==> src/logic/anc_cfg.svh <==
`ifndef ANC_CFG_SVH
`define ANC_CFG_SVH

// Stream and table widths
`define ANC_DATA_W   16            // I or Q sample
`define ANC_PHASE_W  24            // Phase accumulator
`define ANC_TRIG_W   16            // Sin or cos value
`define ANC_LUT_BITS 6             // Top phase bits into the table

// Phase sequence
`define ANC_START_PH 24'h000000    // After reset, restart or wrap
`define ANC_DPH_INC  24'h040000    // One table step per sample
`define ANC_NSIG     64            // Samples per phase period

// Output scaling
`define ANC_SCALE_W  18
`define ANC_SCALE    18'sd65535
`define ANC_SHIFT    31

// Two 32-bit products summed need one more bit
`define ANC_WIDE_W   33

`endif

==> src/logic/iq_pkg.sv <==
`include "anc_cfg.svh"

package iq_pkg;

  // Narrow complex sample as it travels on the input and output streams
  typedef struct packed {
    logic signed [`ANC_DATA_W-1:0] i;   // In-phase, upper half
    logic signed [`ANC_DATA_W-1:0] q;   // Quadrature, lower half
  } iq_sample_t;

  // Mixer result before scaling and clipping
  typedef struct packed {
    logic signed [`ANC_WIDE_W-1:0] i;
    logic signed [`ANC_WIDE_W-1:0] q;
  } iq_wide_t;

endpackage

==> src/logic/scale_round_clip.sv <==
`timescale 1ns/1ps
`include "anc_cfg.svh"

module scale_round_clip (
  input  logic               clk,
  input  logic               i_advance,
  input  iq_pkg::iq_wide_t   i_wide,
  output iq_pkg::iq_sample_t o_sample
);

  localparam int PROD_W = `ANC_WIDE_W + `ANC_SCALE_W;

  localparam logic signed [PROD_W-1:0] HALF_LSB = PROD_W'(1) << (`ANC_SHIFT - 1);
  localparam logic signed [PROD_W-1:0] OUT_MAX  = PROD_W'((1 << (`ANC_DATA_W - 1)) - 1);
  localparam logic signed [PROD_W-1:0] OUT_MIN  = -OUT_MAX - 1;

  // One component: scale, round half up, shift, saturate
  function automatic logic signed [`ANC_DATA_W-1:0] scale_one(
    input logic signed [`ANC_WIDE_W-1:0] x
  );
    logic signed [PROD_W-1:0] prod;
    logic signed [PROD_W-1:0] shifted;
    prod    = x * `ANC_SCALE;
    shifted = (prod + HALF_LSB) >>> `ANC_SHIFT;   // Arithmetic, floor after +half
    if (shifted > OUT_MAX) begin
      return `ANC_DATA_W'(OUT_MAX);
    end
    if (shifted < OUT_MIN) begin
      return `ANC_DATA_W'(OUT_MIN);
    end
    return `ANC_DATA_W'(shifted);
  endfunction

  always_ff @(posedge clk) begin
    if (i_advance) begin
      o_sample.i <= scale_one(i_wide.i);
      o_sample.q <= scale_one(i_wide.q);
    end
  end

endmodule

==> config.mk <==
export PLATFORM = sky130hd
export DESIGN_NAME = scale_round_clip
export DESIGN_NICKNAME = d
export VERILOG_FILES = /design/src/logic/iq_pkg.sv /design/src/logic/scale_round_clip.sv
export VERILOG_INCLUDE_DIRS = /design/src /design/src/logic
export SDC_FILE = /design/constraint.sdc
export NUM_CORES = 2
export LEC_CHECK = 0
export BUFFER_PORTS_ARGS = -buffer_cell sky130_fd_sc_hd__clkbuf_2
export CAP_MARGIN = 15
export CORE_MARGIN = 2
export CORE_UTILIZATION = 55
export DETAILED_ROUTE_END_ITERATION = 10
export PLACE_DENSITY = 0.72
export SYNTH_ARGS = -nofsm -noshare
export SYNTH_HDL_FRONTEND = slang
export SYNTH_SLANG_ARGS = --single-unit
==> constraint.sdc <==
create_clock -name clk -period 22 [get_ports clk]
set_clock_uncertainty 0.1 [all_clocks]
set_input_delay 3.3 -clock clk [delete_from_list [all_inputs] [get_ports clk]]
set_output_delay 3.3 -clock clk [all_outputs]
set_load 0.02 [all_outputs]
-- Word level (Yosys, flattened, before mapping)
Index checks and enable logic that the tools add are counted.
- output and inout port bits: 32
- logic and storage cells: 28
- input bits: 68
- register bits after elaboration: 32
- $lt $le $gt $ge: 4
- add/sub/neg operators: 2
- multiply operators: 2
- mux-type cells: 18
- operator list (kind ; number):
    $mux W16 ; 8
    $add A50 B32 Y51 const B ; 2
    $mul A33 B17 Y50 const B ; 2
    $gt A20 B16 Y1 const B ; 2
    $lt A20 B16 Y1 const B ; 2
    $mux W1 ; 10

-- Logic depth before layout (Yosys ltp)
- word-level depth: 9
- gate-level depth with buffers: 26
- gate-level depth less buffers: 25

-- Least setup slack after synthesis
No wires, ideal clock.
- kind: input port to flip-flop
- start point: in i_wide[65] (netlist bit)
- end point: reg o_sample[16] (netlist bit) (data pin)
- setup slack: 12.611 ns
- data arrival time: 9.035 ns
- stages on the path: 22
- buffers on the path: 3
- cells stage by stage: clkbuf_1 buf_1 xor2_1 inv_1 fa_1 fa_1 fa_1 fa_1 inv_1 fa_1 inv_1 ha_1 nand3_1 o211a_1 nor3_1 a31oi_4 o211a_4 o21ba_2 o21bai_1 o311ai_4 buf_6 a21o_1
- word-level cells in the longest chain between the ends: 8
- elaborated cells on any way between the ends: 12
- those cells by class: add/sub: 1; mul: 1; order compare: 2; mux: 8
- RTL lines (item ; RTL line ; source):
    start, declared ; scale_round_clip.sv:7 ; input iq_pkg::iq_wide_t i_wide,
    $mul A33 B17 Y50 (no source line) * ; - ;
    $add A50 B32 Y51 * ; scale_round_clip.sv:24 ; shifted = (prod + HALF_LSB) >>> `ANC_SHIFT;
    $lt A20 B16 Y1 ; scale_round_clip.sv:28 ; if (shifted < OUT_MIN) begin
    $mux W1 (2 in a row) ; scale_round_clip.sv:28 ;
    $mux W1 ; scale_round_clip.sv:35 ; if (i_advance) begin
    $mux W16 ; scale_round_clip.sv:31 ; return `ANC_DATA_W'(shifted);
    $mux W16 * ; scale_round_clip.sv:28 ;
    end, declared ; scale_round_clip.sv:8 ; output iq_pkg::iq_sample_t o_sample
Every way passes the cells marked *; elsewhere a longest branch is shown, timed or not. The select of a mux whose other input is x is not followed.
A chain may end at the register's enable or synchronous reset.

-- Worst setup path after layout
- start point: in i_wide[32] (netlist bit)
- end point: reg o_sample[6] (netlist bit) (data pin)
The elaborated chain is that of the path after synthesis.

==> flow_summary.toml <==
[status]
status = "finished clean"

[grt]
grt_pass1_vias = 19093
grt_pass1_wl_mm = 98.7
antenna_found_initial = 0
track_usage = 0.256
grt_max_degree = 53
globalRouteOverflowTotal = 0

[sta]
rsz0062_at_grt = "no"
setup_violations = 0
worst_slew_pin_slew_ns = 0.914
finalHoldViolCount = 0
fin_crit_sh = 0.468
relSlewSlack = 0.385
final_max_slew_viol_count = 0
fmax_mhz = 97.0
period_needed_ns = 10.31
fin_tns_setup_ns = 0

[route]
vias = 16541
viasPerCell = 5.13
ant_nets = 0
first_pass_iters = 5
drt_iter0_drc = 731
wirelength_mm = 58.2
wl_per_cell_microns = 18.0
drc = 0

[synth]
syn-num-nets = 3598
yosysSeqAreaShare = 0.0370
synth.distinct_cells = 74
synth_edf_count = 32
synth_seq_cells = 32
syn-cell-area_sq_mm = 0.0260
avgSynthCellArea_sq_um = 10.3
async_reset_ff_frac = 0
synthCells = 2524
synth-main-ff-cell = "edfxtp_1"
ys_warn_count = 0

[layout]
seqCellArea_sq_um = 961
fin_nets = 3692
n_antenna_cell = 0
final_cell_mix = "inv_1, fa_1, ha_1"
multi_input_area_sq_mm = 0.0214
top_regs = "o_sample (32)"
syn2layout_area_growth_pct = 5.17
layout_commonest_cell = "inv_1"
layout-drive-gt1-share = 0.0592
largest_reg_flops = 32
regMostFlops = "o_sample"
fillers = 4039

[clocking]
cts_buffers = 5
cts.clk_slew.worst_paths_ns = 0.05
htreeDepth = 2
clockBufferDepth = 2
cts_resized = 0
cts_hold_buf = 0
cts_tree = "yes"
cts-root-buf = "clkbuf_16"
post_cts_buffers = 0
clock-sinks = 32

[placed_design]
gp_congestion = 0.984
portBuffers = 99
hpwl_mm = 55.3

[setup_path]
cp_data_required_time_ns = 21.93
timing_worst_setup_path_type = "primary input to register"
endpoint_kind = "register"
crit_arrival_ns = 10.24
path_max_fanout = 52
cp-start-kind = "primary input"

[floorplanning]
die-width_microns = 221
fp.dieH_microns = 221
rows = 79
start_util = 0.558
die_area_sq_mm = 0.0490
core_sq_mm = 0.0466
io_pins = 100

[min_path]
hold_path_class = "primary input to register"

[job]
maxCapViolCount = 0
## logic make-up (layout without fill, tap and decap cells)
group                    after synthesis  after routing  synth area share
adder cells (fa/ha/maj)             1008           1008             0.691
flip-flops                            32             32            0.0370
multiplexers                           6              6           0.00236
AO/OA/AOI/OAI                        250            250            0.0656
buffers and inverters                957           1052             0.140
AND/OR/NAND/NOR                      189            189            0.0374
XOR/XNOR                              82             82            0.0276
## Yosys cell counts, types with 9 or more instances
| cell type | instances | area, sq um |
|---|---|---|
| fa_1 | 712 | 14300 |
| edfxtp_1 | 32 | 961 |
| inv_1 | 943 | 3540 |
| o21ai_0 | 36 | 180 |
| nand4_1 | 13 | 81.3 |
| nor3_1 | 11 | 55.1 |
| or2_2 | 24 | 150 |
| nand3_1 | 16 | 80.1 |
| xnor2_1 | 43 | 377 |
| o21bai_1 | 9 | 67.6 |
| a21oi_1 | 77 | 385 |
| ha_1 | 294 | 3680 |
| a21o_1 | 52 | 390 |
| nand2_1 | 47 | 176 |
| xor2_1 | 39 | 342 |
| nor2_1 | 36 | 135 |
## area by class of cell
class                   count  share of cell area
clock inverters             3             0.00137
flip-flops and latches     32              0.0351
clock buffers               5             0.00458
well taps                 607              0.0278
inverters                 943               0.129
repair buffers            101              0.0187
multi-input cells        1535               0.783
## worst paths after layout
| path | start | end | slack [ns] | depth (start not counted) |
|---|---|---|---|---|
| setup / recovery | i_wide[32] | o_sample[6]$_SDFFCE_PN1P_ | 11.69 | 23 |
| hold / removal | i_advance | o_sample[31]$_SDFFCE_PN0P_ | 3.71 | 1 |
## routing by layer
layer | global-route usage | wire length [microns] | vias to the layer above
met5 | 0 | 0 | -
met4 | 0.0581 | 1570 | 0
met3 | 0.0382 | 2700 | 72
met2 | 0.443 | 29300 | 361
met1 | 0.345 | 24600 | 8546
li1 | - | - | 7562
## worst max-delay path, stage by stage
cell and delay (ns):
clkbuf_2 0.08, buf_4 0.51, ha_1 0.41, xor2_1 0.41
inv_1 0.11, fa_1 0.41, fa_1 0.53, fa_1 0.46
fa_1 0.52, inv_1 0.05, fa_1 0.48, inv_1 0.04
ha_1 0.33, a21oi_1 0.21, o21ai_0 0.24, a311oi_1 0.31
o21ai_0 0.16, o21ai_1 0.45, a211oi_2 0.18, a31oi_1 0.22
xnor2_1 0.13, a41o_1 0.41, a31o_2 0.28
## per-stage QoR
stage | util | setup slack [ns] | hold slack [ns] | cells | cell area, sq um
5_1_grt | 0.587 | 11.19 | 3.78 | 3226 | 27300
6_report | 0.587 | 11.69 | 3.71 | 3226 | 27300
3_3_place_gp | 0.584 | 11.58 | 3.67 | 3218 | 27200
4_1_cts | 0.587 | 11.70 | 3.74 | 3226 | 27300
2_1_floorplan | - | 12.61 | 3.31 | 2524 | 26000
3_5_place_dp | 0.584 | 11.43 | 3.67 | 3218 | 27200
Power is left out: the tool's default activity adds up to more than one toggle a clock period on the data nets, which glitch-free logic cannot reach.
