==> src/logic/anc_cfg.svh <==
`ifndef ANC_CFG_SVH
`define ANC_CFG_SVH

// Stream and table widths
`define ANC_DATA_W   16            // I or Q sample
`define ANC_PHASE_W  24            // Phase accumulator
`define ANC_TRIG_W   16            // Sin or cos value
`define ANC_LUT_BITS 6             // Top phase bits into the table

// Phase sequence
`define ANC_START_PH 24'h000000    // After reset, restart or wrap
`define ANC_DPH_INC  24'h040000    // One table step per sample
`define ANC_NSIG     64            // Samples per phase period

// Output scaling
`define ANC_SCALE_W  18
`define ANC_SCALE    18'sd65535
`define ANC_SHIFT    31

// Two 32-bit products summed need one more bit
`define ANC_WIDE_W   33

`endif

==> src/logic/iq_pkg.sv <==
`include "anc_cfg.svh"

package iq_pkg;

  // Narrow complex sample as it travels on the input and output streams
  typedef struct packed {
    logic signed [`ANC_DATA_W-1:0] i;   // In-phase, upper half
    logic signed [`ANC_DATA_W-1:0] q;   // Quadrature, lower half
  } iq_sample_t;

  // Mixer result before scaling and clipping
  typedef struct packed {
    logic signed [`ANC_WIDE_W-1:0] i;
    logic signed [`ANC_WIDE_W-1:0] q;
  } iq_wide_t;

endpackage

==> src/logic/phase_pkg.sv <==
`include "anc_cfg.svh"

package phase_pkg;

  typedef logic [`ANC_PHASE_W-1:0] phase_t;   // Unsigned, wraps modulo 2^W

  // Phasor pair read from the table
  typedef struct packed {
    logic signed [`ANC_TRIG_W-1:0] sin;
    logic signed [`ANC_TRIG_W-1:0] cos;
  } sin_cos_t;

endpackage

==> src/logic/complex_mixer.sv <==
`timescale 1ns/1ps
`include "anc_cfg.svh"

module complex_mixer (
  input  logic                clk,
  input  logic                i_advance,
  input  iq_pkg::iq_sample_t  i_sample,
  input  phase_pkg::sin_cos_t i_sin_cos,
  output iq_pkg::iq_wide_t    o_wide
);

  localparam int PROD_W = `ANC_DATA_W + `ANC_TRIG_W;

  logic signed [PROD_W-1:0] prod_icos;
  logic signed [PROD_W-1:0] prod_qsin;
  logic signed [PROD_W-1:0] prod_isin;
  logic signed [PROD_W-1:0] prod_qcos;

  // Stage one, four signed products
  always_ff @(posedge clk) begin
    if (i_advance) begin
      prod_icos <= i_sample.i * i_sin_cos.cos;
      prod_qsin <= i_sample.q * i_sin_cos.sin;
      prod_isin <= i_sample.i * i_sin_cos.sin;
      prod_qcos <= i_sample.q * i_sin_cos.cos;
    end
  end

  // Stage two, (i + jq)(cos + j sin)
  // Casts keep the sign, so the sums extend correctly into the extra bit
  always_ff @(posedge clk) begin
    if (i_advance) begin
      o_wide.i <= `ANC_WIDE_W'(prod_icos) - `ANC_WIDE_W'(prod_qsin);
      o_wide.q <= `ANC_WIDE_W'(prod_isin) + `ANC_WIDE_W'(prod_qcos);
    end
  end

endmodule

==> config.mk <==
export PLATFORM = sky130hd
export DESIGN_NAME = complex_mixer
export DESIGN_NICKNAME = d
export VERILOG_FILES = /design/src/logic/iq_pkg.sv /design/src/logic/phase_pkg.sv /design/src/logic/complex_mixer.sv
export VERILOG_INCLUDE_DIRS = /design/src /design/src/logic
export SDC_FILE = /design/constraint.sdc
export NUM_CORES = 2
export LEC_CHECK = 0
export BUFFER_PORTS_ARGS = -buffer_cell sky130_fd_sc_hd__buf_2
export CORE_MARGIN = 5
export CORE_UTILIZATION = 61
export DETAILED_ROUTE_END_ITERATION = 12
export PLACE_DENSITY = 0.76
export SLEW_MARGIN = 20
export SYNTH_ARGS = -nofsm -noshare
export SYNTH_HDL_FRONTEND = slang
export SYNTH_SLANG_ARGS = --single-unit
==> constraint.sdc <==
create_clock -name clk -period 8.5 [get_ports clk]
set_input_delay 1.275 -clock clk [delete_from_list [all_inputs] [get_ports clk]]
set_output_delay 1.275 -clock clk [all_outputs]
set_load 0.02 [all_outputs]
Yosys cells after proc, flatten, opt, wreduce, memory -nomap -nowiden

Cells that the tools add are included.

Bits of input ports: 66
Flip-flop bits (word level): 194
Output and inout port bits: 66
Logic and storage cells: 12

Multipliers: 4
$add $sub $neg: 2

Operators by type and width:

| cell           | number |
|---|---|
| $mul 16x16->32 | 4 |
| $add 32x32->33 | 1 |
| $sub 32x32->33 | 1 |

Logic depth before layout (Yosys ltp)

Depth after elaboration: 1
Mapped depth: 25
Gate-level depth less buffers: 23

Worst setup path before layout

Ideal clock, no wire load.

Path type: input to register
Start: in i_sample[23] (netlist bit)
End: reg prod_icos[30] (data pin)
Library setup time: 0.258 ns
Arrival: 6.839 ns
Slack: 1.403 ns
Stages: 24
Buffers on the path: 1
Required time: 8.242 ns
Cell sequence: clkbuf_1 nand2_1 fa_1 inv_1 fa_1 inv_1 fa_1 inv_1 fa_1 fa_1 inv_1 fa_1 inv_1 ha_1 a21o_1 a21o_1 a21oi_1 o21a_1 o21ai_0 o311ai_1 nor2_1 or3_1 a21oi_1 xnor2_1

Longest elaborated chain between the ends: 1

Ends and longest elaborated chain:

| item                   | RTL line            | RTL |
|---|---|---|
| start: declaration     | complex_mixer.sv:7  | `input iq_pkg::iq_sample_t i_sample,` |
| $mul 16x16->32         | complex_mixer.sv:22 | `prod_icos <= i_sample.i * i_sin_cos.cos;` |
| end signal: assignment | complex_mixer.sv:22 |  |
| end: declaration       | complex_mixer.sv:14 | `logic signed [PROD_W-1:0] prod_icos;` |

No other way between the ends.
A chain may end at the register's enable or synchronous reset.

Final worst setup path

Start: in i_sample[24] (netlist bit)
End: reg prod_isin[30] (data pin)

Longest elaborated chain between the ends: 1

Ends and longest elaborated chain:

| item                   | RTL line            | RTL |
|---|---|---|
| $mul 16x16->32         | complex_mixer.sv:24 | `prod_isin <= i_sample.i * i_sin_cos.sin;` |
| end signal: assignment | complex_mixer.sv:24 |  |
| end: declaration       | complex_mixer.sv:16 | `logic signed [PROD_W-1:0] prod_isin;` |

No other way between the ends.

==> results.sh <==
export IMPL_yosysTopAreaCell="fa_1"
export IMPL_outcome="finished, final reports clean"
export IMPL_fin_area_mm2=0.05061
export IMPL_drtAntennaViolNets=0
export IMPL_worst_setup_path_type="in2reg"
export IMPL_synth_edf_count=194
export IMPL_max_freq_mhz=129.9
export IMPL_worst_pin_slew_ns=0.8655
export IMPL_ys_async_sr_fraction=0
export IMPL_clk_latency_ns=0.51
export IMPL_syn_area_mm2=0.04829
export IMPL_grt_pass1_wl_um=188400
export IMPL_vias_per_cell=5.522
export IMPL_synthAdderAreaFrac=0.5369
export IMPL_dieArea_mm2=0.08489
export IMPL_pin_count=132
export IMPL_drv_slew=0
export IMPL_crit_path_end_kind="register"
export IMPL_yosys_top_cells_area="fa_1 (44%), edfxtp_1 (12%), ha_1 (10%)"
export IMPL_chipWidth_um=291.4
export IMPL_synth_ff_type="edfxtp_1"
export IMPL_cts_htree_levels=4
export IMPL_dpl_cell_area_mm2=0.04998
export IMPL_cts_tree="built"
export IMPL_muxShareOfSynthArea=0.0002073
export IMPL_setup_violations_final=0
export IMPL_syn_to_final_growth_pct=4.799
export IMPL_utilization=0.6427
export IMPL_cts_repair_resize_count=0
export IMPL_hpwl_um=90920
export IMPL_gp_congestion=0.9012
export IMPL_hold_path_class="reg2reg"
export IMPL_tns_ns=0
export IMPL_drtPass1Iterations=5
export IMPL_grt_max_degree=86
export IMPL_post_cts_buffers=0
export IMPL_synth_top_area_frac=0.4353
export IMPL_hold_violations=0
export IMPL_dr_first_iter_drc_count=2418
export IMPL_ys_ff_latch=194
export IMPL_root_buffer="clkbuf_16"
export IMPL_cts_sinks=194
export IMPL_die_y_um=291.4
export IMPL_critPathLaunchType="input pin"
export IMPL_antenna_found_initial=13
export IMPL_min_from="prod_qcos[0]$_DFFE_PP_"
export IMPL_worst_clock_skew_ns=0.01336
export IMPL_avgSynthCellArea_um2=9.645
export IMPL_path_common_cell="fa_1"
export IMPL_clock_path_buffers=2
export IMPL_regToRegStartpoint="prod_qsin[0]$_DFFE_PP_"
export IMPL_placementRows=103
export IMPL_drive_gt1_frac=0.04987
export IMPL_fin_nets=6528
export IMPL_finalWirelength_um=112200
export IMPL_critPathRequiredTime_ns=8.77
export IMPL_yosysUniqueCellTypes=65
export IMPL_coreArea_mm2=0.07874
export IMPL_rsz0062_at_grt="false"
export IMPL_port_buffers=131
export IMPL_synth_xor_area_frac=0.03482
export IMPL_crit_buf_inv=5
export IMPL_maxCapViolations=0
export IMPL_hold_buffers=0
export IMPL_slew_headroom=0.4230
export IMPL_grt_pass1_vias=36622
export IMPL_critPathMaxStageDelay_ns=0.65
export IMPL_dpl_worst_slack_ns=0.3662
export IMPL_num_vias=33632
export IMPL_grt_overflow=0
export IMPL_syn_nets=6515
export IMPL_yosysSeqAreaShare=0.1206
export IMPL_syn_inst=5007
export IMPL_yosysWarnings=0
export IMPL_cp_cell_sequence="buf_2 -> and2_1 -> fa_1 -> inv_1 -> fa_1 -> fa_1 -> inv_1 -> fa_1 -> fa_1 -> inv_1 -> fa_1 -> inv_1 -> ha_1 -> nand3_1 -> or3_1 -> nor3_1 -> a21oi_1 -> o31ai_1 -> a211oi_1 -> o31ai_1 -> a21oi_1 -> xnor2_1"
export IMPL_synth_compound_area_frac=0.06053
export IMPL_startpoint="i_sample[24]"
export IMPL_grtUsageTotal=0.2790
export IMPL_clkTransAtPathRegs_ns=0.08
export IMPL_drc=0
export IMPL_synthSimpleGateAreaFrac=0.1370
export IMPL_critPathMaxFanout=32
export IMPL_post_drt_wl_per_cell_um=18.42
export IMPL_critPathArrivalTime_ns=7.96
export IMPL_post_route_period_util=0.9055
export IMPL_cts_buffers_inserted=17
export IMPL_synth_top_family_by_area="adder cells"
export IMPL_crit_family="adder cells"
export IMPL_worst_slack_ns=0.8035
export IMPL_start_util=0.6133
export IMPL_crit_path_top_delay_cell="buf_2"
export IMPL_period_minus_slack_ns=7.697
synthesized netlist by cell type (28+ instances only):
cell type,count
inv_1,1218
nor2_1,133
xor2_1,46
nand3_1,31
nor3_1,28
nand2_1,520
and2_1,505
o21ai_0,67
edfxtp_1,194
a21o_1,77
a21oi_1,132
ha_1,392
nand2b_1,36
fa_1,1050
o21bai_1,30
clkbuf_1,194
xnor2_1,146
worst paths after layout:
| kind | slack, ns | depth (start not counted) | end |
|---|---|---|---|
| max | 0.80 | 22 | prod_isin[30]$_DFFE_PP_ |
| min reg2reg | 0.54 | 1 | o_wide[0]$_DFFE_PP_ |
| max reg2reg | 4.66 | 12 | o_wide[63]$_DFFE_PP_ |
| min | 0.54 | 1 | o_wide[0]$_DFFE_PP_ |
per-stage QoR:
step | instances | hold slack [ns]
detailed placement | 6051 | 0.5294
CTS | 6083 | 0.5496
global placement | 6051 | 0.5314
floorplan | 5007 | 0.5128
global route | 6086 | 0.5624
finish | 6090 | 0.5436
layer usage:
layer	global-route usage	share of wire	vias up
li1	-	-	15002
met4	0.1097	0.044	4
met5	0	0.00024	-
met2	0.4433	0.47	1222
met1	0.3848	0.41	17207
met3	0.05333	0.080	197
cell type report:
class	instances	area [um2]
Antenna cell	7	17.52
Sequential cell	194	5826
Fill cell	6385	28130
Clock buffer	17	425.4
Timing Repair Buffer	191	1115
Multi-Input combinational cell	3398	37150
Clock inverter	15	185.2
Tap cell	1050	1314
Inverter	1218	4572
flip-flops by register name (all words and copies together), names as in the netlist:
| signal | count |
|---|---|
| o_wide | 66 |
| prod_icos | 32 |
| prod_isin | 32 |
| prod_qcos | 32 |
| prod_qsin | 32 |
placed cells by master, fill, tap and decap left out, types with 9 or more instances in the layout:
cell       count
clkbuf_16     17
buf_4         60
xnor2_1      146
o211ai_1       9
and2_1       505
a21o_1        77
nor2b_1       23
ha_1         392
nand4_1       10
nand2b_1      36
inv_1       1218
o21ai_0       67
xor2_1        46
nor3_1        28
edfxtp_1     194
a31oi_1        9
a21oi_1      132
nand2_1      520
or3_1         14
o21bai_1      30
o31ai_1        9
buf_2        130
nor2_1       133
fa_1        1050
o21a_1        24
nand3_1       31
kinds of logic after synthesis:
family | count (synthesis)
DFF | 194
adders and majority gates | 1442
xor gates and xnor gates | 192
AOI/OAI and AO/OA | 436
muxes | 1
and+or+nand+nor | 1327
buffers and inverters | 1415
Power is not shown: default switching activity piles up to over one toggle a cycle in this logic, so the estimate is an artifact.
