===== config.mk =====
export PLATFORM = sky130hd
export DESIGN_NAME = anc_phase_ctrl
export DESIGN_NICKNAME = d
export VERILOG_FILES = /design/src/logic/phase_pkg.sv /design/src/logic/anc_phase_ctrl.sv
export VERILOG_INCLUDE_DIRS = /design/src /design/src/logic
export SDC_FILE = /design/constraint.sdc
export NUM_CORES = 1
export LEC_CHECK = 0
export ABC_AREA = 0
export BUFFER_PORTS_ARGS = -buffer_cell sky130_fd_sc_hd__clkbuf_2
export CORE_MARGIN = 2
export CORE_UTILIZATION = 50
export CTS_BUF_LIST = sky130_fd_sc_hd__clkbuf_4
export DETAILED_ROUTE_END_ITERATION = 7
export GPL_TIMING_DRIVEN = 1
export PLACE_DENSITY = 0.88
export SYNTH_ARGS = -nofsm -noshare
export SYNTH_HDL_FRONTEND = slang
export SYNTH_SLANG_ARGS = --single-unit

===== constraint.sdc =====
create_clock -name clk -period 2.3 [get_ports clk]
set_input_delay 0.69 -clock clk [delete_from_list [all_inputs] [get_ports clk]]
set_output_delay 0.69 -clock clk [all_outputs]
set_load 0.01 [all_outputs]

===== src/logic/anc_cfg.svh =====
`ifndef ANC_CFG_SVH
`define ANC_CFG_SVH

// Stream and table widths
`define ANC_DATA_W   16            // I or Q sample
`define ANC_PHASE_W  24            // Phase accumulator
`define ANC_TRIG_W   16            // Sin or cos value
`define ANC_LUT_BITS 6             // Top phase bits into the table

// Phase sequence
`define ANC_START_PH 24'h000000    // After reset, restart or wrap
`define ANC_DPH_INC  24'h040000    // One table step per sample
`define ANC_NSIG     64            // Samples per phase period

// Output scaling
`define ANC_SCALE_W  18
`define ANC_SCALE    18'sd65535
`define ANC_SHIFT    31

// Two 32-bit products summed need one more bit
`define ANC_WIDE_W   33

`endif


===== src/logic/phase_pkg.sv =====
`include "anc_cfg.svh"

package phase_pkg;

  typedef logic [`ANC_PHASE_W-1:0] phase_t;   // Unsigned, wraps modulo 2^W

  // Phasor pair read from the table
  typedef struct packed {
    logic signed [`ANC_TRIG_W-1:0] sin;
    logic signed [`ANC_TRIG_W-1:0] cos;
  } sin_cos_t;

endpackage


===== src/logic/anc_phase_ctrl.sv =====
`timescale 1ns/1ps
`include "anc_cfg.svh"

module anc_phase_ctrl (
  input  logic              clk,
  input  logic              i_reset,
  input  logic              i_srst,
  input  logic              i_in_valid,
  input  logic              i_in_last,
  input  logic              i_out_ready,
  output logic              o_in_ready,
  output logic              o_advance,
  output logic              o_out_valid,
  output logic              o_out_last,
  output phase_pkg::phase_t o_phase
);
  import phase_pkg::*;

  localparam int STAGES = 4;   // LUT, products, sums, scale
  localparam int CNT_W = $clog2(`ANC_NSIG);

  logic [STAGES-1:0] valid_q;
  logic [STAGES-1:0] last_q;
  logic [CNT_W-1:0]  sample_cnt;
  logic              accept;
  logic              period_end;

  // Whole pipeline moves together, so a bubble at the end frees every stage
  assign o_advance   = i_out_ready || !valid_q[STAGES-1];
  assign o_in_ready  = o_advance;
  assign accept      = i_in_valid && o_advance;
  assign period_end  = (sample_cnt == CNT_W'(`ANC_NSIG - 1));
  assign o_out_valid = valid_q[STAGES-1];
  assign o_out_last  = last_q[STAGES-1];

  // o_phase is the phase of the beat accepted on this edge
  always_ff @(posedge clk) begin
    if (i_reset || i_srst) begin
      o_phase    <= phase_t'(`ANC_START_PH);
      sample_cnt <= '0;
    end else if (accept) begin
      if (period_end) begin
        o_phase    <= phase_t'(`ANC_START_PH);   // Period done, back to start
        sample_cnt <= '0;
      end else begin
        o_phase    <= o_phase + phase_t'(`ANC_DPH_INC);
        sample_cnt <= sample_cnt + 1'b1;
      end
    end
  end

  always_ff @(posedge clk) begin
    if (i_reset) begin
      valid_q <= '0;
    end else if (o_advance) begin
      valid_q <= {valid_q[STAGES-2:0], i_in_valid};
    end
  end

  always_ff @(posedge clk) begin
    if (o_advance) begin
      last_q <= {last_q[STAGES-2:0], i_in_valid && i_in_last};
    end
  end

endmodule


== Word-level counts from Yosys, hierarchy flattened ==
Cells that the tools add are included.
W data, S select, Z words.
Storage, ports and cells
  RAM bits: 0
  latch bits: 0
  register bits after elaboration: 38
  logic and storage cells: 14
  output and inout bits: 28
  memories: 0
  input port bits: 6
  memory bits (read-only): 0
Cells by class
  add/sub/neg operators: 2
  shift-type cells: 0
  div/mod/pow operators: 0
  multipliers: 0
  bitwise gates (word level): 0
  muxes and demuxes: 2
  magnitude comparators: 0
  reduce and logical (&&, ||, !) cells: 5
  eq/ne operators: 1
Operators with widths (count)
  $add A24 B19 Y24 const B: 1
  $mux W24: 1
  $add A6 B1 Y6 const B: 1
  $eq A6 B6 Y1 const B: 1
  $mux W6: 1
  $logic_and A1 B1 Y1: 2
  $logic_or A1 B1 Y1: 2
  $logic_not A1 Y1: 1

== Longest topological paths before layout ==
Gate-level depths: netlist of run 1.
  depth after elaboration: 3
  mapped depth: 6
  depth with buffers taken out: 4

== Worst setup path after synthesis of run 1 ==
No wires, ideal clock.
  path type: in2out
  start: input i_out_ready
  end: output o_in_ready
  slack: 0.145 ns
  path buffers: 3
  stages on the path: 5
  arrival time: 1.465 ns
  data required time: 1.610 ns
  path through: nor2b_1 > buf_6 > buf_2 > inv_1 > buf_4
On the way
  longest elaborated chain between the ends: 1
Ends and longest elaborated chain
  start: declaration: line anc_phase_ctrl.sv:10  | input logic i_out_ready,
  $logic_or A1 B1 Y1: line anc_phase_ctrl.sv:29  | assign o_advance = i_out_ready || !valid_q[STAGES-1];
  end: declaration: line anc_phase_ctrl.sv:11  | output logic o_in_ready,
No other way between the ends.

== Worst setup path after layout of run 1 ==
  start: input i_out_ready
  end: output o_advance
On the way
  longest elaborated chain between the ends: 1
Ends and longest elaborated chain
  $logic_or A1 B1 Y1: line anc_phase_ctrl.sv:29
  end: declaration: line anc_phase_ctrl.sv:12  | output logic o_advance,
No other way between the ends.

==> out/results.tsv, run 1 <==
metric	value	unit
status	finished, final reports clean	
drive_gt1_share	21.88	%
nets	137	
insertedDiodeCount	0	
place.gp.congestion	0.7417	
postCtsSetupBuffers	0	
setup_tns	0	ns
hpwl	1354	µm
fillers	178	
grt_max_degree	28	
finalCritPeriodShare	86.20	%
drv_slew	0	
hold_path_class	reg -> reg	
gr-total-overflow	0	
ant_nets	0	
ctsResizeCount	0	
crit_required	1.61	ns
final_cell_mix	conb_1 (18), dfxtp_1 (16), clkbuf_2 (15)	
synth_area	1070	µm²
ir_drop	0.2714	mV
ys_warn_count	0	
setup-violations-final	0	
power.leakage	0.0004066	µW
via_per_inst	5.355	
cts_tree	done	
crit_type	in -> out	
wl_per_cell	12.27	µm
routed_wl	1902	µm
grt_pass1_vias	741	
ctsHoldBuffers	0	
antenna_found_initial	0	
rows	16	
rsz0062_at_grt	no	
synth-seq-cells	20	
synthArstFlopShare	0	%
drv_cap	0	
p_per_area	550.1	nW/µm²
path_max_fanout	11	
start_util	53.98	%
drt-pass1-iter-count	4	
core_region_area	1982	µm²
ys.flop_type	dfxtp_1	
clk_pin_slew	0.11	ns
area.growth.synth_to_final	2.924	%
die_w	50.26	µm
cts_buffers	3	
root_buffer	clkbuf_4	
synth-seq-area-share	41.17	%
avgSynthCellArea	9.302	µm²
ff_latch_area	440.4	µm²
fin_crit	1.983	ns
cts_buffer_depth	2	
crit_arrival	1.29	ns
die_area	2526	µm²
grt_use_total	16.22	%
synth_edf_count	4	
ys_types	30	
tightest_slew	0.5925	ns
multi_input_area	499.2	µm²
clock_latency	0.30	ns
cp-end-kind	primary output	
htreeDepth	1	
io_pins	34	
hold_violations	0	
drt_iter0_drc	28	
worst_setup_path_start_kind	input pin	
final_common_cell	conb_1	
port_buffers	15	
relSlewSlack	60.21	%
grt_pass1_wl	3111	µm
cts_sinks	20	
timing.hold.ws	0.4349	ns
fmax	504.4	MHz
skew	0.001153	ns
die_h	50.26	µm
synth_cells	115	
via_count	830	
drc	0	
## path summary, 6_finish.rpt
path	from	end	slack [ns]	cells past startpoint
setup / recovery	i_out_ready	o_advance	0.32	4
hold / removal	last_q[0]	last_q[1]	0.43	0
setup reg to reg	sample_cnt[0]	sample_cnt[1]	0.71	4
hold reg to reg	last_q[0]	last_q[1]	0.43	0
## layer usage
metal	GRT usage, %	routed length (µm)	share of wire [%]	up-vias
met1	18.73	829	44	393
li1	-	-	-	406
met5	0	0	0	-
met4	11.11	47	2.5	0
met3	2.679	70	3.7	4
met2	27.19	954	50	27
## power by group
part / internal (µW) / total (µW) / switching, µW
clock network: 79.4 / 186 / 106
registers: 368 / 373 / 5.43
logic: 12.7 / 46.7 / 34.0
## registers in the layout (all words and copies together), names as in the netlist
name and flops:
sample_cnt 6, valid_q 4, last_q 4, o_phase 6
## metrics by stage
stage / total power (µW) / utilization, % / instances / setup WS [ns] / instance area, µm²
CTS: 605.1 / 55.56 / 155 / 0.3244 / 1101
global route: 631.9 / 55.56 / 155 / 0.2468 / 1101
finish: 605.7 / 55.56 / 155 / 0.3175 / 1101
global placement: 425.1 / 54.04 / 151 / 0.3645 / 1071
detailed placement: 427.0 / 54.04 / 151 / 0.3275 / 1071
floorplan: 437.3 / - / 132 / 0.1449 / 1134
## cell type report
cell class,instances,area share [%]
well taps,27,3.068
clock buffers,4,2.727
inverters,4,1.364
multi-input cells,84,45.34
flip-flops and latches,20,40.00
repair buffers,16,7.500
## Yosys cell counts, types with 2 or more instances
cell | number | area (µm²)
a211oi_1 | 5 | 37.54
a211oi_2 | 3 | 37.54
a21oi_1 | 6 | 30.03
buf_2 | 2 | 10.01
buf_4 | 19 | 142.6
buf_6 | 2 | 22.52
dfxtp_1 | 16 | 320.3
edfxtp_1 | 4 | 120.1
ha_1 | 2 | 25.02
inv_1 | 3 | 11.26
nand2_1 | 12 | 45.04
nand3_1 | 3 | 15.01
nor2_1 | 3 | 11.26
nor3_1 | 2 | 10.01
o21ai_0 | 5 | 25.02
o31ai_1 | 6 | 45.04
or3_1 | 2 | 12.51
or4_1 | 8 | 60.06
## critical path, stage by stage
cell and delay [ns]:
clkbuf_2 0.08, nor2b_1 0.15, inv_1 0.19, clkbuf_2 0.18
## logic make-up after synthesis
family                     count (synthesis)  share of synthesized area [%]
and+or+nand+nor                           36                          19.42
AOI/OAI and AO/OA                         28                          18.60
buffers and inverters                     28                          18.13
DFF                                       20                          41.17
adders and majority gates                  2                          2.339
other                                      1                         0.3505
Power figures use the tool's default switching activity.
==> inputs of run 2 (changes only) <==
--- a/config.mk
+++ b/config.mk
@@ -9,11 +9,11 @@
 export ABC_AREA = 0
 export BUFFER_PORTS_ARGS = -buffer_cell sky130_fd_sc_hd__clkbuf_2
 export CORE_MARGIN = 2
-export CORE_UTILIZATION = 50
+export CORE_UTILIZATION = 45
 export CTS_BUF_LIST = sky130_fd_sc_hd__clkbuf_4
 export DETAILED_ROUTE_END_ITERATION = 7
 export GPL_TIMING_DRIVEN = 1
-export PLACE_DENSITY = 0.88
+export PLACE_DENSITY = 0.81
 export SYNTH_ARGS = -nofsm -noshare
 export SYNTH_HDL_FRONTEND = slang
 export SYNTH_SLANG_ARGS = --single-unit
==> run 2 against run 1 <==
  * Count of clock-buffer cells in the layout is 1 lower
  * Via count is 0.24% higher
  * Power shrank 3.5%
  * Largest power group unchanged
  * Highest routed layer unchanged
==> out/results.tsv, run 2 (synthesis gave the netlist of run 1 again) <==
metric	value	unit	change
status	finished, final reports clean		unchanged
drt_iter0_drc	20		was 28
ctsHoldBuffers	0		unchanged
finalCritPeriodShare	88.06	%	was 86.20%
setup_tns	0	ns	unchanged
die_h	52.76	µm	was 50.26 µm
root_buffer	clkbuf_4		unchanged
die_area	2783	µm²	was 2526 µm²
ctsResizeCount	0		unchanged
fillers	217		was 178
drt-pass1-iter-count	4		unchanged
p_switching	140.2	µW	was 145.8 µW
critical_path.cell_chain	clkbuf_2 > nor2b_1 > inv_1 > clkbuf_2		unchanged
p_per_area	522.7	nW/µm²	was 550.1 nW/µm²
clock_latency	0.30	ns	about the same
cp_slowest_cell	nor2b_1		was inv_1
via_per_inst	5.299		was 5.355
grt_max_degree	28		unchanged
pwr-share-seq	63.8	%	was 61.6%
ant_nets	0		unchanged
gr-total-overflow	0		unchanged
internal_power	444.5	µW	was 459.9 µW
drive_gt1_share	21.71	%	was 21.88%
hold_violations	0		unchanged
cp_common_cell	clkbuf_2		unchanged
clk_pin_slew	0.11	ns	about the same
ir_drop	0.3434	mV	was 0.2714 mV
setup-violations-final	0		unchanged
htreeDepth	1		unchanged
worst_setup_path_start_kind	input pin		unchanged
tightest_slew	0.5775	ns	was 0.5925 ns
crit_required	1.61	ns	about the same
power.leakage	0.0004105	µW	was 0.0004066 µW
crit_buf_inv	3		unchanged
path_max_fanout	3		was 11
final_common_cell	conb_1		unchanged
drv_cap	0		unchanged
insertedDiodeCount	0		unchanged
drv_slew	0		unchanged
cts_tree	done		unchanged
swShare	23.98	%	was 24.07%
fin_crit	2.025	ns	was 1.983 ns
antenna_found_initial	0		unchanged
timing.hold.ws	0.4383	ns	was 0.4349 ns
grt_pass1_vias	693		was 741
dp_cells	153		was 151
rows	17		was 16
crit_arrival	1.34	ns	was 1.29 ns
cts_buffer_depth	2		unchanged
grt_pass1_wl	2967	µm	was 3111 µm
nets	138		was 137
die_w	52.76	µm	was 50.26 µm
core_region_area	2233	µm²	was 1982 µm²
crit_type	in -> out		unchanged
cts_sinks	20		unchanged
port_buffers	15		unchanged
combPwrFrac	8.1	%	was 7.7%
cts_buffers	3		unchanged
top_regs	o_phase (6), sample_cnt (6)		unchanged
routed_wl	1841	µm	was 1902 µm
area.growth.synth_to_final	4.561	%	was 2.924%
postCtsSetupBuffers	0		unchanged
cp_top_family	buffers and inverters		unchanged
io_pins	34		unchanged
drc	0		unchanged
start_util	47.90	%	was 53.98%
wl_per_cell	11.73	µm	was 12.27 µm
rsz0062_at_grt	no		unchanged
cp-end-kind	primary output		unchanged
hpwl	1379	µm	was 1354 µm
place.gp.congestion	0.6867		was 0.7417
relSlewSlack	61.21	%	was 60.21%
p_clk_share	28.0	%	was 30.7%
skew	0.005746	ns	was 0.001153 ns
hold_path_class	reg -> reg		unchanged
fmax	493.7	MHz	was 504.4 MHz
via_count	832		was 830
grt_use_total	14.41	%	was 16.22%
slowest_delay	0.26	ns	was 0.19 ns
final_cell_mix	conb_1 (18), dfxtp_1 (16), clkbuf_2 (15)		unchanged
final_cell_count_no_fill	157		was 155
## run 2: worst paths after layout
path                                 endpoint           from  slack [ns]  cells after the start
worst min-delay path                last_q[2]      last_q[1]        0.44                      0
worst max register to register  sample_cnt[0]  sample_cnt[0]        0.73                      4
worst max-delay path                o_advance    i_out_ready        0.27                      4
worst min register to register      last_q[2]      last_q[1]        0.44                      0
## run 2: per-layer routing
metal	vias to the layer above	track usage, %	wire [µm]
li1	409	-	-
met4	0	3.846	9
met3	2	5.143	153
met1	391	16.96	798
met2	30	24.58	880
met5	-	0	0
## run 2: layout make-up
cell class	count	area (µm²)	area share, %
tap	28	35.03	3.132
inverter	4	15.01	1.342
clock buffer	3	22.52	2.013
timing repair buffer	17	102.6	9.172
clock inverter	1	3.754	0.3356
multi-input combinational	84	499.2	44.63
sequential	20	440.4	39.37
## run 2: per-stage QoR
| stage | power, µW | setup slack [ns] | instance area, µm² | util, % |
|---|---|---|---|---|
| floorplan | 437.3 | 0.1449 | 1134 | - |
| global route | 612.7 | 0.2285 | 1119 | 50.08 |
| detailed placement | 428.3 | 0.2621 | 1092 | 48.91 |
| global placement | 426.1 | 0.3176 | 1092 | 48.91 |
| finish | 584.7 | 0.2747 | 1119 | 50.08 |
| CTS | 594.3 | 0.2621 | 1119 | 50.08 |
## run 2: power groups by stage
stage               clock network, µW  registers [µW]  logic [µW]
floorplan                           0             381        55.8
global placement                    0             380        45.8
detailed placement                  0             381        47.2
CTS                               174             373        47.3
global route                      186             374        52.9
finish                            164             373        47.5
