<file path="config.mk">
export PLATFORM = sky130hd
export DESIGN_NAME = sin_cos_lut
export DESIGN_NICKNAME = d
export VERILOG_FILES = /design/src/logic/iq_pkg.sv /design/src/logic/phase_pkg.sv /design/src/logic/sin_cos_lut.sv
export VERILOG_INCLUDE_DIRS = /design/src /design/src/logic
export SDC_FILE = /design/constraint.sdc
export NUM_CORES = 1
export LEC_CHECK = 0
export ABC_AREA = 1
export BUFFER_PORTS_ARGS = -buffer_cell sky130_fd_sc_hd__buf_2
export CAP_MARGIN = 20
export CELL_PAD_IN_SITES_DETAIL_PLACEMENT = 1
export CELL_PAD_IN_SITES_GLOBAL_PLACEMENT = 1
export CORE_MARGIN = 2
export CORE_UTILIZATION = 35
export DETAILED_ROUTE_END_ITERATION = 10
export PLACE_DENSITY_LB_ADDON = 0.1
export SLEW_MARGIN = 20
export SYNTH_ARGS = -nofsm -noshare
export SYNTH_HDL_FRONTEND = slang
export SYNTH_SLANG_ARGS = --single-unit
</file>
<file path="constraint.sdc">
create_clock -name clk -period 5.9 [get_ports clk]
set_clock_uncertainty 0.15 [all_clocks]
set_input_delay 1.77 -clock clk [delete_from_list [all_inputs] [get_ports clk]]
set_output_delay 1.77 -clock clk [all_outputs]
set_load 0.05 [all_outputs]
</file>
<file path="src/logic/anc_cfg.svh">
`ifndef ANC_CFG_SVH
`define ANC_CFG_SVH

// Stream and table widths
`define ANC_DATA_W   16            // I or Q sample
`define ANC_PHASE_W  24            // Phase accumulator
`define ANC_TRIG_W   16            // Sin or cos value
`define ANC_LUT_BITS 6             // Top phase bits into the table

// Phase sequence
`define ANC_START_PH 24'h000000    // After reset, restart or wrap
`define ANC_DPH_INC  24'h040000    // One table step per sample
`define ANC_NSIG     64            // Samples per phase period

// Output scaling
`define ANC_SCALE_W  18
`define ANC_SCALE    18'sd65535
`define ANC_SHIFT    31

// Two 32-bit products summed need one more bit
`define ANC_WIDE_W   33

`endif

</file>
<file path="src/logic/iq_pkg.sv">
`include "anc_cfg.svh"

package iq_pkg;

  // Narrow complex sample as it travels on the input and output streams
  typedef struct packed {
    logic signed [`ANC_DATA_W-1:0] i;   // In-phase, upper half
    logic signed [`ANC_DATA_W-1:0] q;   // Quadrature, lower half
  } iq_sample_t;

  // Mixer result before scaling and clipping
  typedef struct packed {
    logic signed [`ANC_WIDE_W-1:0] i;
    logic signed [`ANC_WIDE_W-1:0] q;
  } iq_wide_t;

endpackage

</file>
<file path="src/logic/phase_pkg.sv">
`include "anc_cfg.svh"

package phase_pkg;

  typedef logic [`ANC_PHASE_W-1:0] phase_t;   // Unsigned, wraps modulo 2^W

  // Phasor pair read from the table
  typedef struct packed {
    logic signed [`ANC_TRIG_W-1:0] sin;
    logic signed [`ANC_TRIG_W-1:0] cos;
  } sin_cos_t;

endpackage

</file>
<file path="src/logic/sin_cos_lut.sv">
`timescale 1ns/1ps
`include "anc_cfg.svh"

module sin_cos_lut (
  input  logic                clk,
  input  logic                i_advance,
  input  phase_pkg::phase_t   i_phase,
  input  iq_pkg::iq_sample_t  i_sample,
  output iq_pkg::iq_sample_t  o_sample,
  output phase_pkg::sin_cos_t o_sin_cos
);
  import phase_pkg::*;

  localparam int  LUT_N  = 1 << `ANC_LUT_BITS;
  localparam real TWO_PI = 6.283185307179586;
  localparam real AMP    = real'((1 << (`ANC_TRIG_W - 1)) - 1);   // 32767

  // Round half away from zero
  function automatic logic signed [`ANC_TRIG_W-1:0] to_fixed(input real x);
    real scaled;
    scaled = x * AMP;
    if (scaled < 0.0) begin
      return `ANC_TRIG_W'($rtoi(scaled - 0.5));
    end
    return `ANC_TRIG_W'($rtoi(scaled + 0.5));
  endfunction

  function automatic sin_cos_t lut_entry(input int k);
    sin_cos_t entry;
    real      angle;
    angle     = TWO_PI * real'(k) / real'(LUT_N);
    entry.sin = to_fixed($sin(angle));
    entry.cos = to_fixed($cos(angle));
    return entry;
  endfunction

  sin_cos_t                 lut [LUT_N];
  logic [`ANC_LUT_BITS-1:0] lut_idx;

  for (genvar k = 0; k < LUT_N; k++) begin : g_lut
    localparam sin_cos_t ENTRY = lut_entry(k);   // Constant, folded at elaboration
    assign lut[k] = ENTRY;
  end

  assign lut_idx = i_phase[`ANC_PHASE_W-1 -: `ANC_LUT_BITS];

  // Sample rides along so it meets its own phasor in the mixer
  always_ff @(posedge clk) begin
    if (i_advance) begin
      o_sin_cos <= lut[lut_idx];
      o_sample  <= i_sample;
    end
  end

endmodule

</file>
; ---- Word-level counts from Yosys, hierarchy flattened
; Memories as Yosys holds them, arrays and structs flattened. A register that Yosys moved wholly into a read port is not among the register bits.
; Index checks and enable logic that the tools add are counted.
; W data, S select, Z words.
[totals]
inputBits = 58
ff_bits = 32
romBits = 2048
mem_count = 1
[op_classes]
bitwise = 1
[mem_list]
columns = name, depth, word_bits, rd, rd_clocked_by_memory_dff, write_ports, line_no
row1 = (no name shown), 64, 32, 1, 1, 0, sin_cos_lut.sv:50  ; o_sin_cos <= lut[lut_idx];
[ops]
columns = cell, n
row1 = $not A6 Y7, 1

; ---- Depth between registers and ports, before layout
; Gate-level depths: netlist (run 1).
[logic_depth]
ltp_word = 1
depth_mapped = 11

; ---- Worst setup path after synthesis (run 1)
; Ideal clock, no wire load.
[synth_timing]
path_type = input to register
from = input port i_phase[18]
to = register o_sin_cos[7] (netlist name)
required_ns = 5.498
cell_stages = 10
arrival_time_ns = 2.901
path_buffers = 0
setup_time_ns = 0.252
slack_ns = 2.597
cell_sequence = inv_1 ha_1 nor2_1 nor2_1 nand2_1 nand2_1 nand2_1 nand2_1 inv_1 nand2_1
[synth_between]
elab_chain_cells = 1
[synth_rtl]
columns = element, line_no
row1 = start: declaration, sin_cos_lut.sv:7  ; input phase_pkg::phase_t i_phase,
row2 = $not A6 Y7 (not written as such), sin_cos_lut.sv:50
; Every way passes these cells.
; A chain may end at the register's enable or synchronous reset.

; ---- Worst setup path after layout (run 1)
[layout_timing]
from = input port i_phase[18]
to = register o_sin_cos[20] (netlist name)
[layout_between]
elab_chain_cells = 1
[layout_rtl]
columns = element, line_no
row1 = $not A6 Y7 (not written as such), sin_cos_lut.sv:50
; Every way passes these cells.

==> results_dict.tcl, run 1 <==
set metrics [dict create \
    outcome "complete, no violations" \
    worstMarginPinSlew_ns 1.108 \
    area_growth_pct 21.70 \
    via_per_inst 5.277 \
    ys_types 28 \
    cellLeakagePower_nw 2.302 \
    synth.most_common_cell "nand2_1" \
    cts.sinks 64 \
    required_ns 5.84 \
    synth_top_cell_area_share 0.4845 \
    ys_ff_latch 64 \
    syn-mean-instance-area_um2 7.933 \
    peakVddDrop_mv 0.1884 \
    initialDrtViolationCount 273 \
    ys_warn_count 0 \
    cap_violations 0 \
    clk_path_buf_depth 2 \
    numCtsBuffers 9 \
    post-place-ws_ns 1.735 \
    htreeDepth 3 \
    ioPinCount 122 \
    ctsRootBufferMaster "clkbuf_16" \
    crit_end "o_sin_cos[20]" \
    route.detailed.drc 0 \
    hold_buffers 0 \
    start_kind "input port" \
    hold_violations 0 \
    async_flop_share 0 \
    p_total_mw 1.510 \
    final_layout_size_suffix_gt1_frac 0.2245 \
    nets 662 \
    slew_headroom 0.2603 \
    tns_ns 0 \
    cp-startpoint "i_phase[18]" \
    synth.area.top_cells "edfxtp_1 (48%), nand2_1 (21%), nand3_1 (8.6%), ha_1 (3.5%), nand4_1 (2.7%)" \
    crit_arrival_ns 3.77 \
    cts_tree "yes" \
    power.density_nw_per_um2 312.8 \
    hold_class "input port to register" \
    end_kind "register" \
    core-area_um2 10940 \
    use_met1 0.2921 \
    syn_nets 569 \
    setup_viol 0 \
    cts.clk_slew.worst_paths_ns 0.06 \
    synth_common_cells "nand2_1 (219), nand3_1 (68), edfxtp_1 (64)" \
    fp.dieW_um 110.5 \
    slowest_delay_ns 0.43 \
    critPathKind "input port to register" \
    dr_total_vias 3889 \
    synth_edf_count 64 \
    fmax_mhz 261.3 \
    fp-row-count 38 \
    yosysTopAreaCell "edfxtp_1" \
    portBuffers 103 \
    ant_nets 0 \
    post_cts_resized 0 \
    use_met2 0.3742 \
    cp_max_fo 10 \
    die_h_um 110.5 \
    path_cells "buf_2, inv_1, ha_1, nor2_1, nor2_1, nand2_1, nand2_1, a21boi_1, nand2_1" \
    grt_pass1_vias 3938 \
    wl_per_cell_um 18.41 \
    final.setup.worst_slack_ns 2.073 \
    synth_cells 500 \
    cpMaxStageDelayCell "ha_1" \
    grt.busiest_layer "met2" \
    ys_seq_area_frac 0.4845 \
    grt.total_usage 0.2243 \
    drt_wl_total_um 13570 \
    initial_core_util 0.3627 \
    syn_area_um2 3966 \
    period_share 0.6486 \
    drv_slew 0 \
    gp_congestion 0.9179 \
    rsz0062_at_grt "false" \
    die-area_um2 12200 \
    post-dp-hpwl_um 9892 \
    post_cts.repair.setup_buffers 0 \
    fillers 1382 \
    overflow 0 \
    gr-usage-met3 0.05324 \
    synthFlopType "edfxtp_1" \
    grt_max_degree 54 \
    antenna_found_initial 0 \
    critPathMostFrequentCell "nand2_1" \
    first_pass_iters 5 \
    finalWorstPathRequiredPeriod_ns 3.827 \
    grt_pass1_wl_um 21680 \
    num_antenna_cells 0 \
]
[power breakdown]
group,switching (mW),total [mW],leakage (nW),internal (mW)
clock network,0.182,0.545,0.147,0.363
registers,0.00987,0.565,0.625,0.555
logic,0.313,0.400,1.53,0.0868
[area by class of cell]
| class | instances | area [um2] | share of cell area |
|---|---|---|---|
| clock buffers | 10 | 229.0 | 0.04743 |
| clock inverters | 5 | 72.57 | 0.01503 |
| inverters | 31 | 118.9 | 0.02462 |
| multi-input cells | 381 | 1772 | 0.3670 |
| flip-flops and latches | 64 | 1922 | 0.3981 |
| well taps | 140 | 175.2 | 0.03629 |
| repair buffers | 106 | 538.0 | 0.1115 |
[stage by stage]
step / hold WS (ns) / instances / cell area, um2 / util
finish: 1.461 / 737 / 4827 / 0.4414
global route: 1.444 / 737 / 4827 / 0.4414
CTS: 1.448 / 737 / 4827 / 0.4414
detailed placement: 1.798 / 722 / 4526 / 0.4138
global placement: 1.797 / 722 / 4526 / 0.4138
floorplan: 1.719 / 500 / 3966 / -
[layer usage]
layer / up-vias / part of all wire
li1: 1866 / -
met2: 155 / 0.49
met3: 14 / 0.071
met4: 0 / 0.013
met1: 1854 / 0.43
met5: - / 0
[layout by cell type, fill, tap and decap left out]
master,Yosys,final
nand2_1,219,219
o211ai_1,3,3
buf_2,12,103
o21a_1,1,1
o21ai_2,1,1
edfxtp_1,64,64
a21boi_1,1,1
buf_4,9,3
nor2_4,1,1
o21ai_1,3,3
clkinv_2,0,1
clkbuf_16,0,9
clkbuf_1,1,1
o21ai_0,17,17
or2_2,2,2
inv_2,2,2
bufinv_16,0,2
a21oi_1,5,5
nand2_2,4,4
nor2_2,3,3
ha_1,11,11
inv_4,1,1
nor2_1,18,18
nand4_1,17,17
inv_1,28,28
a31oi_1,1,1
nand2_4,2,2
a22oi_1,1,1
clkinv_1,0,2
nand3b_1,3,3
nand3_1,68,68
[worst max-delay path: cells and delay by family]
kind	cells	cell delay, ns
buffers and inverters	2	0.47
AOI/OAI and AO/OA	1	0.15
adders and majority gates	1	0.43
and+or+nand+nor	5	0.95
[registers in the layout, summed over array words and instances, names as in the netlist]
name       cells
o_sample      32
o_sin_cos     32
[how the worst min path moves through the flow]
stage               slack [ns]           end         start  cells past startpoint
floorplan                 1.72   o_sample[0]   i_sample[0]                      0
global placement          1.80  o_sample[19]  i_sample[19]                      1
detailed placement        1.80  o_sample[13]  i_sample[13]                      1
CTS                       1.45   o_sample[7]   i_sample[7]                      1
global route              1.44  o_sample[23]  i_sample[23]                      1
finish                    1.46   o_sample[7]   i_sample[7]                      1
[logic make-up after synthesis]
| family | count (synthesis) | synth area share |
|---|---|---|
| fa+ha+maj | 11 | 0.03470 |
| simple gates | 337 | 0.3653 |
| flops | 64 | 0.4845 |
| buf+inv | 55 | 0.06877 |
| compound gates | 33 | 0.04669 |
No activity file was read; power rests on OpenSTA's default activity.
==> inputs of run 2 (changes only) <==
- ABC_AREA: 1 -> 0
- clock period: 5.9 -> 3.59 ns (I/O delays scaled with it)
==> results_dict.tcl, run 2 <==
set metrics [dict create \
    outcome "complete, no violations" \
    syn-mean-instance-area_um2 9.930 \
    synth.most_common_cell "edfxtp_1" \
    overflow 0 \
    first_pass_iters 4 \
    fillers 1388 \
    p_total_mw 2.505 \
    design_area_um2 5311 \
    syn_nets 495 \
    finalWorstPathRequiredPeriod_ns 2.969 \
    critPathKind "input port to register" \
    placed_area_um2 5022 \
    nets 605 \
    drv_slew 0 \
    die-area_um2 12980 \
    grt_pass1_vias 3781 \
    worstMarginPinSlew_ns 0.6732 \
    rsz0062_at_grt "false" \
    via_per_inst 5.608 \
    portBuffers 103 \
    cts.clk_slew.worst_paths_ns 0.06 \
    ant_nets 0 \
    num_antenna_cells 0 \
    cap_violations 0 \
    ys_seq_area_frac 0.4543 \
    setup_viol 0 \
    fmax_mhz 336.8 \
    drt_wl_total_um 13160 \
    post_cts.repair.setup_buffers 0 \
    synth_common_cells "edfxtp_1 (64), a21oi_1 (48), nand2_1 (29)" \
    ys_warn_count 0 \
    yosysTopAreaCell "edfxtp_1" \
    crit_end "o_sin_cos[19]" \
    fp-row-count 40 \
    cts.sinks 64 \
    final_layout_size_suffix_gt1_frac 0.3216 \
    post-place-ws_ns 0.3273 \
    final.setup.worst_slack_ns 0.6208 \
    ys_ff_latch 64 \
    dr_total_vias 3858 \
    fin_util 0.4459 \
    grt_pass1_wl_um 20410 \
    ys_types 61 \
    required_ns 3.50 \
    hold_violations 0 \
    peakVddDrop_mv 0.1973 \
    synth.area.top_cells "edfxtp_1 (45%), a21oi_1 (5.7%), mux2i_1 (4.5%), ha_1 (3.3%), o21ai_0 (2.8%)" \
    crit_arrival_ns 2.88 \
    ctsRootBufferMaster "clkbuf_16" \
    async_flop_share 0 \
    cellLeakagePower_nw 2.172 \
    area_growth_pct 25.55 \
    grt_max_degree 65 \
    syn_area_um2 4230 \
    start_kind "input port" \
    core-area_um2 11910 \
    ff_latch_area_um2 1922 \
    period_share 0.8271 \
    htreeDepth 3 \
    post-dp-hpwl_um 9426 \
    power.density_nw_per_um2 471.7 \
    synth_edf_count 64 \
    multi_input_area_um2 2026 \
    wl_per_cell_um 19.13 \
    synthFlopType "edfxtp_1" \
    place_inst 672 \
    end_kind "register" \
    die_h_um 113.9 \
    final_cell_mix "buf_2 (103), edfxtp_1 (64), a21oi_1 (48), buf_4 (37), nand2_1 (29)" \
    final_cells 688 \
    initial_core_util 0.3551 \
    hold_class "input port to register" \
    hold_buffers 0 \
    post_cts_resized 0 \
    top_regs "o_sample (32), o_sin_cos (32)" \
    route.detailed.drc 0 \
    slew_headroom 0.5512 \
    ioPinCount 122 \
    cp-startpoint "i_phase[21]" \
    cts_tree "yes" \
    clk_path_buf_depth 2 \
    grt.total_usage 0.2028 \
    numCtsBuffers 9 \
    gp_congestion 0.9028 \
    tns_ns 0 \
    fp.dieW_um 113.9 \
    synth_cells 426 \
    layout_commonest_cell "buf_2" \
    synth_top_cell_area_share 0.4543 \
    initialDrtViolationCount 250 \
    hold_slack_ns 0.7740 \
    cp_max_fo 37 \
    antenna_found_initial 0 \
]
==> run 2: cell count changes after synthesis, sizes merged, moves of 7 or more <==
cell | before | now
nor3 | 0 | 9
a21oi | 5 | 49
a211oi | 0 | 10
o31ai | 0 | 7
nand4 | 17 | 0
nand2 | 225 | 30
buf | 23 | 36
inv | 31 | 8
mux2i | 0 | 19
nand2b | 0 | 14
nand3 | 68 | 18
clkbuf | 1 | 8
a31oi | 1 | 10
o21ai | 21 | 32
==> run 2: worst min-delay path by stage <==
stage	startpoint	endpoint	slack, ns	cells after the start
floorplan	i_sample[0]	o_sample[0]	1.03	0
global placement	i_sample[25]	o_sample[25]	1.10	1
detailed placement	i_sample[15]	o_sample[15]	1.11	1
CTS	i_sample[15]	o_sample[15]	0.76	1
global route	i_sample[10]	o_sample[10]	0.76	1
finish	i_sample[25]	o_sample[25]	0.77	1
==> run 2: critical path: stages <==
cell and delay (ns):
buf_2 0.52, buf_4 0.33, nand2b_1 0.25, a21oi_1 0.10
a31o_2 0.24, a211oi_1 0.28, a21oi_1 0.06
==> run 2: final cells by class <==
cell class,instances,share of cell area
clock buffers,10,0.04311
clock inverters,6,0.01131
inverters,10,0.007067
multi-input cells,308,0.3814
flip-flops and latches,64,0.3618
well taps,147,0.03463
repair buffers,143,0.1607
==> run 2: kinds of logic (layout without fill, tap and decap cells) <==
kind of cell / Yosys count / after routing / share of synthesized area
and+or+nand+nor: 120 / 120 / 0.1405
xor gates and xnor gates: 2 / 2 / 0.004142
muxes: 27 / 27 / 0.07956
DFF: 64 / 64 / 0.4543
buffers and inverters: 54 / 169 / 0.06684
AOI/OAI and AO/OA: 148 / 148 / 0.2221
adders and majority gates: 11 / 11 / 0.03253
==> run 2: where the power goes <==
group	internal, mW	switching (mW)
logic	0.214	0.527
clock network	0.533	0.306
registers	0.911	0.0145
==> run 2: layer usage <==
metal  global-route usage  wire length [um]
met5                    0                 0
met4              0.06341               212
met2               0.3413              6196
met1               0.2651              5936
met3              0.03773               814
==> inputs of run 3 (changes only) <==
- clock period: 3.59 -> 2.6 ns (I/O delays scaled with it)
==> results_dict.tcl, run 3 (synthesis gave the netlist of run 2 again) <==
set metrics [dict create \
    post_cts.repair.setup_buffers 0 \
    final_cell_mix "buf_2 (103), buf_4 (91), edfxtp_1 (64), a21oi_1 (48), nand2_1 (29)" \
    ctsRootBufferMaster "clkbuf_16" \
    finalWorstPathRequiredPeriod_ns 2.440 \
    rsz0062_at_grt "false" \
    hold_class "input port to register" \
    placed_area_um2 5465 \
    cts_tree "yes" \
    grt_pass1_wl_um 22340 \
    critPathKind "input port to register" \
    grt_max_degree 53 \
    cts.clk_slew.worst_paths_ns 0.05 \
    design_area_um2 5747 \
    cap_violations 0 \
    period_share 0.9384 \
    post-dp-hpwl_um 10900 \
    clk_path_buf_depth 2 \
    fillers 1391 \
    crit_buf_inv 2 \
    setup_viol 0 \
    top_regs "o_sample (32), o_sin_cos (32)" \
    cts.sinks 64 \
    outcome "complete, no violations" \
    htreeDepth 3 \
    whs_path_depth 1 \
    crit_arrival_ns 2.36 \
    cpMaxStageDelayCell "or2_0" \
    cp_max_fo 5 \
    p_int_mw 2.349 \
    route.detailed.drc 0 \
    first_pass_iters 5 \
    die-area_um2 12980 \
    nets 660 \
    path_cells "buf_2, buf_4, ha_1, or2_0, a31o_2, a211oi_1, a21oi_1" \
    worstMarginPinSlew_ns 0.6658 \
    grt.total_usage 0.2249 \
    area_growth_pct 35.85 \
    tns_ns 0 \
    fmax_mhz 409.8 \
    slowest_delay_ns 0.36 \
    antenna_found_initial 0 \
    power.density_nw_per_um2 612.3 \
    core-area_um2 11910 \
    overflow 0 \
    switching_share 0.3323 \
    dr_total_vias 4087 \
    post_cts_resized 0 \
    cellLeakagePower_nw 2.430 \
    slew_headroom 0.5524 \
    die_h_um 113.9 \
    initial_core_util 0.3551 \
    ioPinCount 122 \
    fp-row-count 40 \
    hold_buffers 0 \
    via_per_inst 5.501 \
    num_antenna_cells 0 \
    whs_endpoint "o_sample[28]" \
    pwr-share-comb 0.314 \
    start_kind "input port" \
    required_ns 2.52 \
    fin_util 0.4825 \
    grt_pass1_vias 4110 \
    min_from "i_sample[28]" \
    gp_congestion 0.9452 \
    p_clk_frac 0.322 \
    p_switching_mw 1.169 \
    peakVddDrop_mv 0.2855 \
    power_frac_seq 0.363 \
    hold_violations 0 \
    fp.dieW_um 113.9 \
    portBuffers 103 \
    numCtsBuffers 9 \
    layout_commonest_cell "buf_2" \
    drt_wl_total_um 14220 \
    drv_slew 0 \
    final_layout_size_suffix_gt1_frac 0.3876 \
    wl_per_cell_um 19.14 \
    crit_family "compound AO/OA/AOI/OAI gates" \
    end_kind "register" \
    ant_nets 0 \
    initialDrtViolationCount 278 \
]
## run 3: cell types whose count changed in the layout (fill, tap and decap cells not counted)
cell / change
clkinv_2: -2
ha_2: +1
ha_4: +1
clkbuf_1: +2
inv_4: +1
inv_1: -3
ha_1: -2
clkinv_1: +1
buf_4: +54
clkinv_4: -1
inv_2: +2
buf_12: +1
## run 3: metrics by stage
stage	total power [mW]	hold WS [ns]	setup WS, ns	std cells
5_1_grt	3.672	0.4656	0.05863	743
3_5_place_dp	2.407	0.8084	-0.1621	727
3_3_place_gp	2.384	0.8064	-0.1175	727
2_1_floorplan	2.033	0.7289	0.01319	426
6_report	3.519	0.4772	0.1601	743
4_1_cts	3.549	0.4655	0.1590	743
## run 3: metal layers
layer,vias to the layer above,track usage,part of all wire
li1,1934,-,-
met1,1991,0.2888,0.44
met2,139,0.3786,0.48
met3,23,0.04463,0.056
met4,0,0.07724,0.020
met5,-,0,0
## run 3: layout make-up
| cell class | instances | area [um2] | area share |
|---|---|---|---|
| well taps | 147 | 183.9 | 0.03201 |
| clock inverters | 4 | 45.04 | 0.007838 |
| clock buffers | 12 | 236.5 | 0.04115 |
| repair buffers | 198 | 1279 | 0.2225 |
| inverters | 10 | 40.04 | 0.006967 |
| multi-input cells | 308 | 2041 | 0.3551 |
| flip-flops and latches | 64 | 1922 | 0.3344 |
## run 3: worst max path at each step
stage | from | endpoint | slack, ns | cells past startpoint
finish | i_phase[18] | o_sin_cos[19] | 0.16 | 7
global route | i_phase[19] | o_sin_cos[6] | 0.06 | 8
CTS | i_phase[18] | o_sin_cos[19] | 0.16 | 7
detailed placement | i_phase[18] | o_sin_cos[7] | -0.16 | 7
global placement | i_phase[21] | o_sin_cos[27] | -0.12 | 6
floorplan | i_phase[18] | o_sin_cos[27] | 0.01 | 8
## run 3: power by group through the flow
stage	clock, mW	combinational [mW]	sequential [mW]
finish	1.13	1.11	1.28
global route	1.20	1.18	1.29
CTS	1.16	1.11	1.28
detailed placement	0	1.11	1.30
global placement	0	1.09	1.30
floorplan	0	0.371	1.66
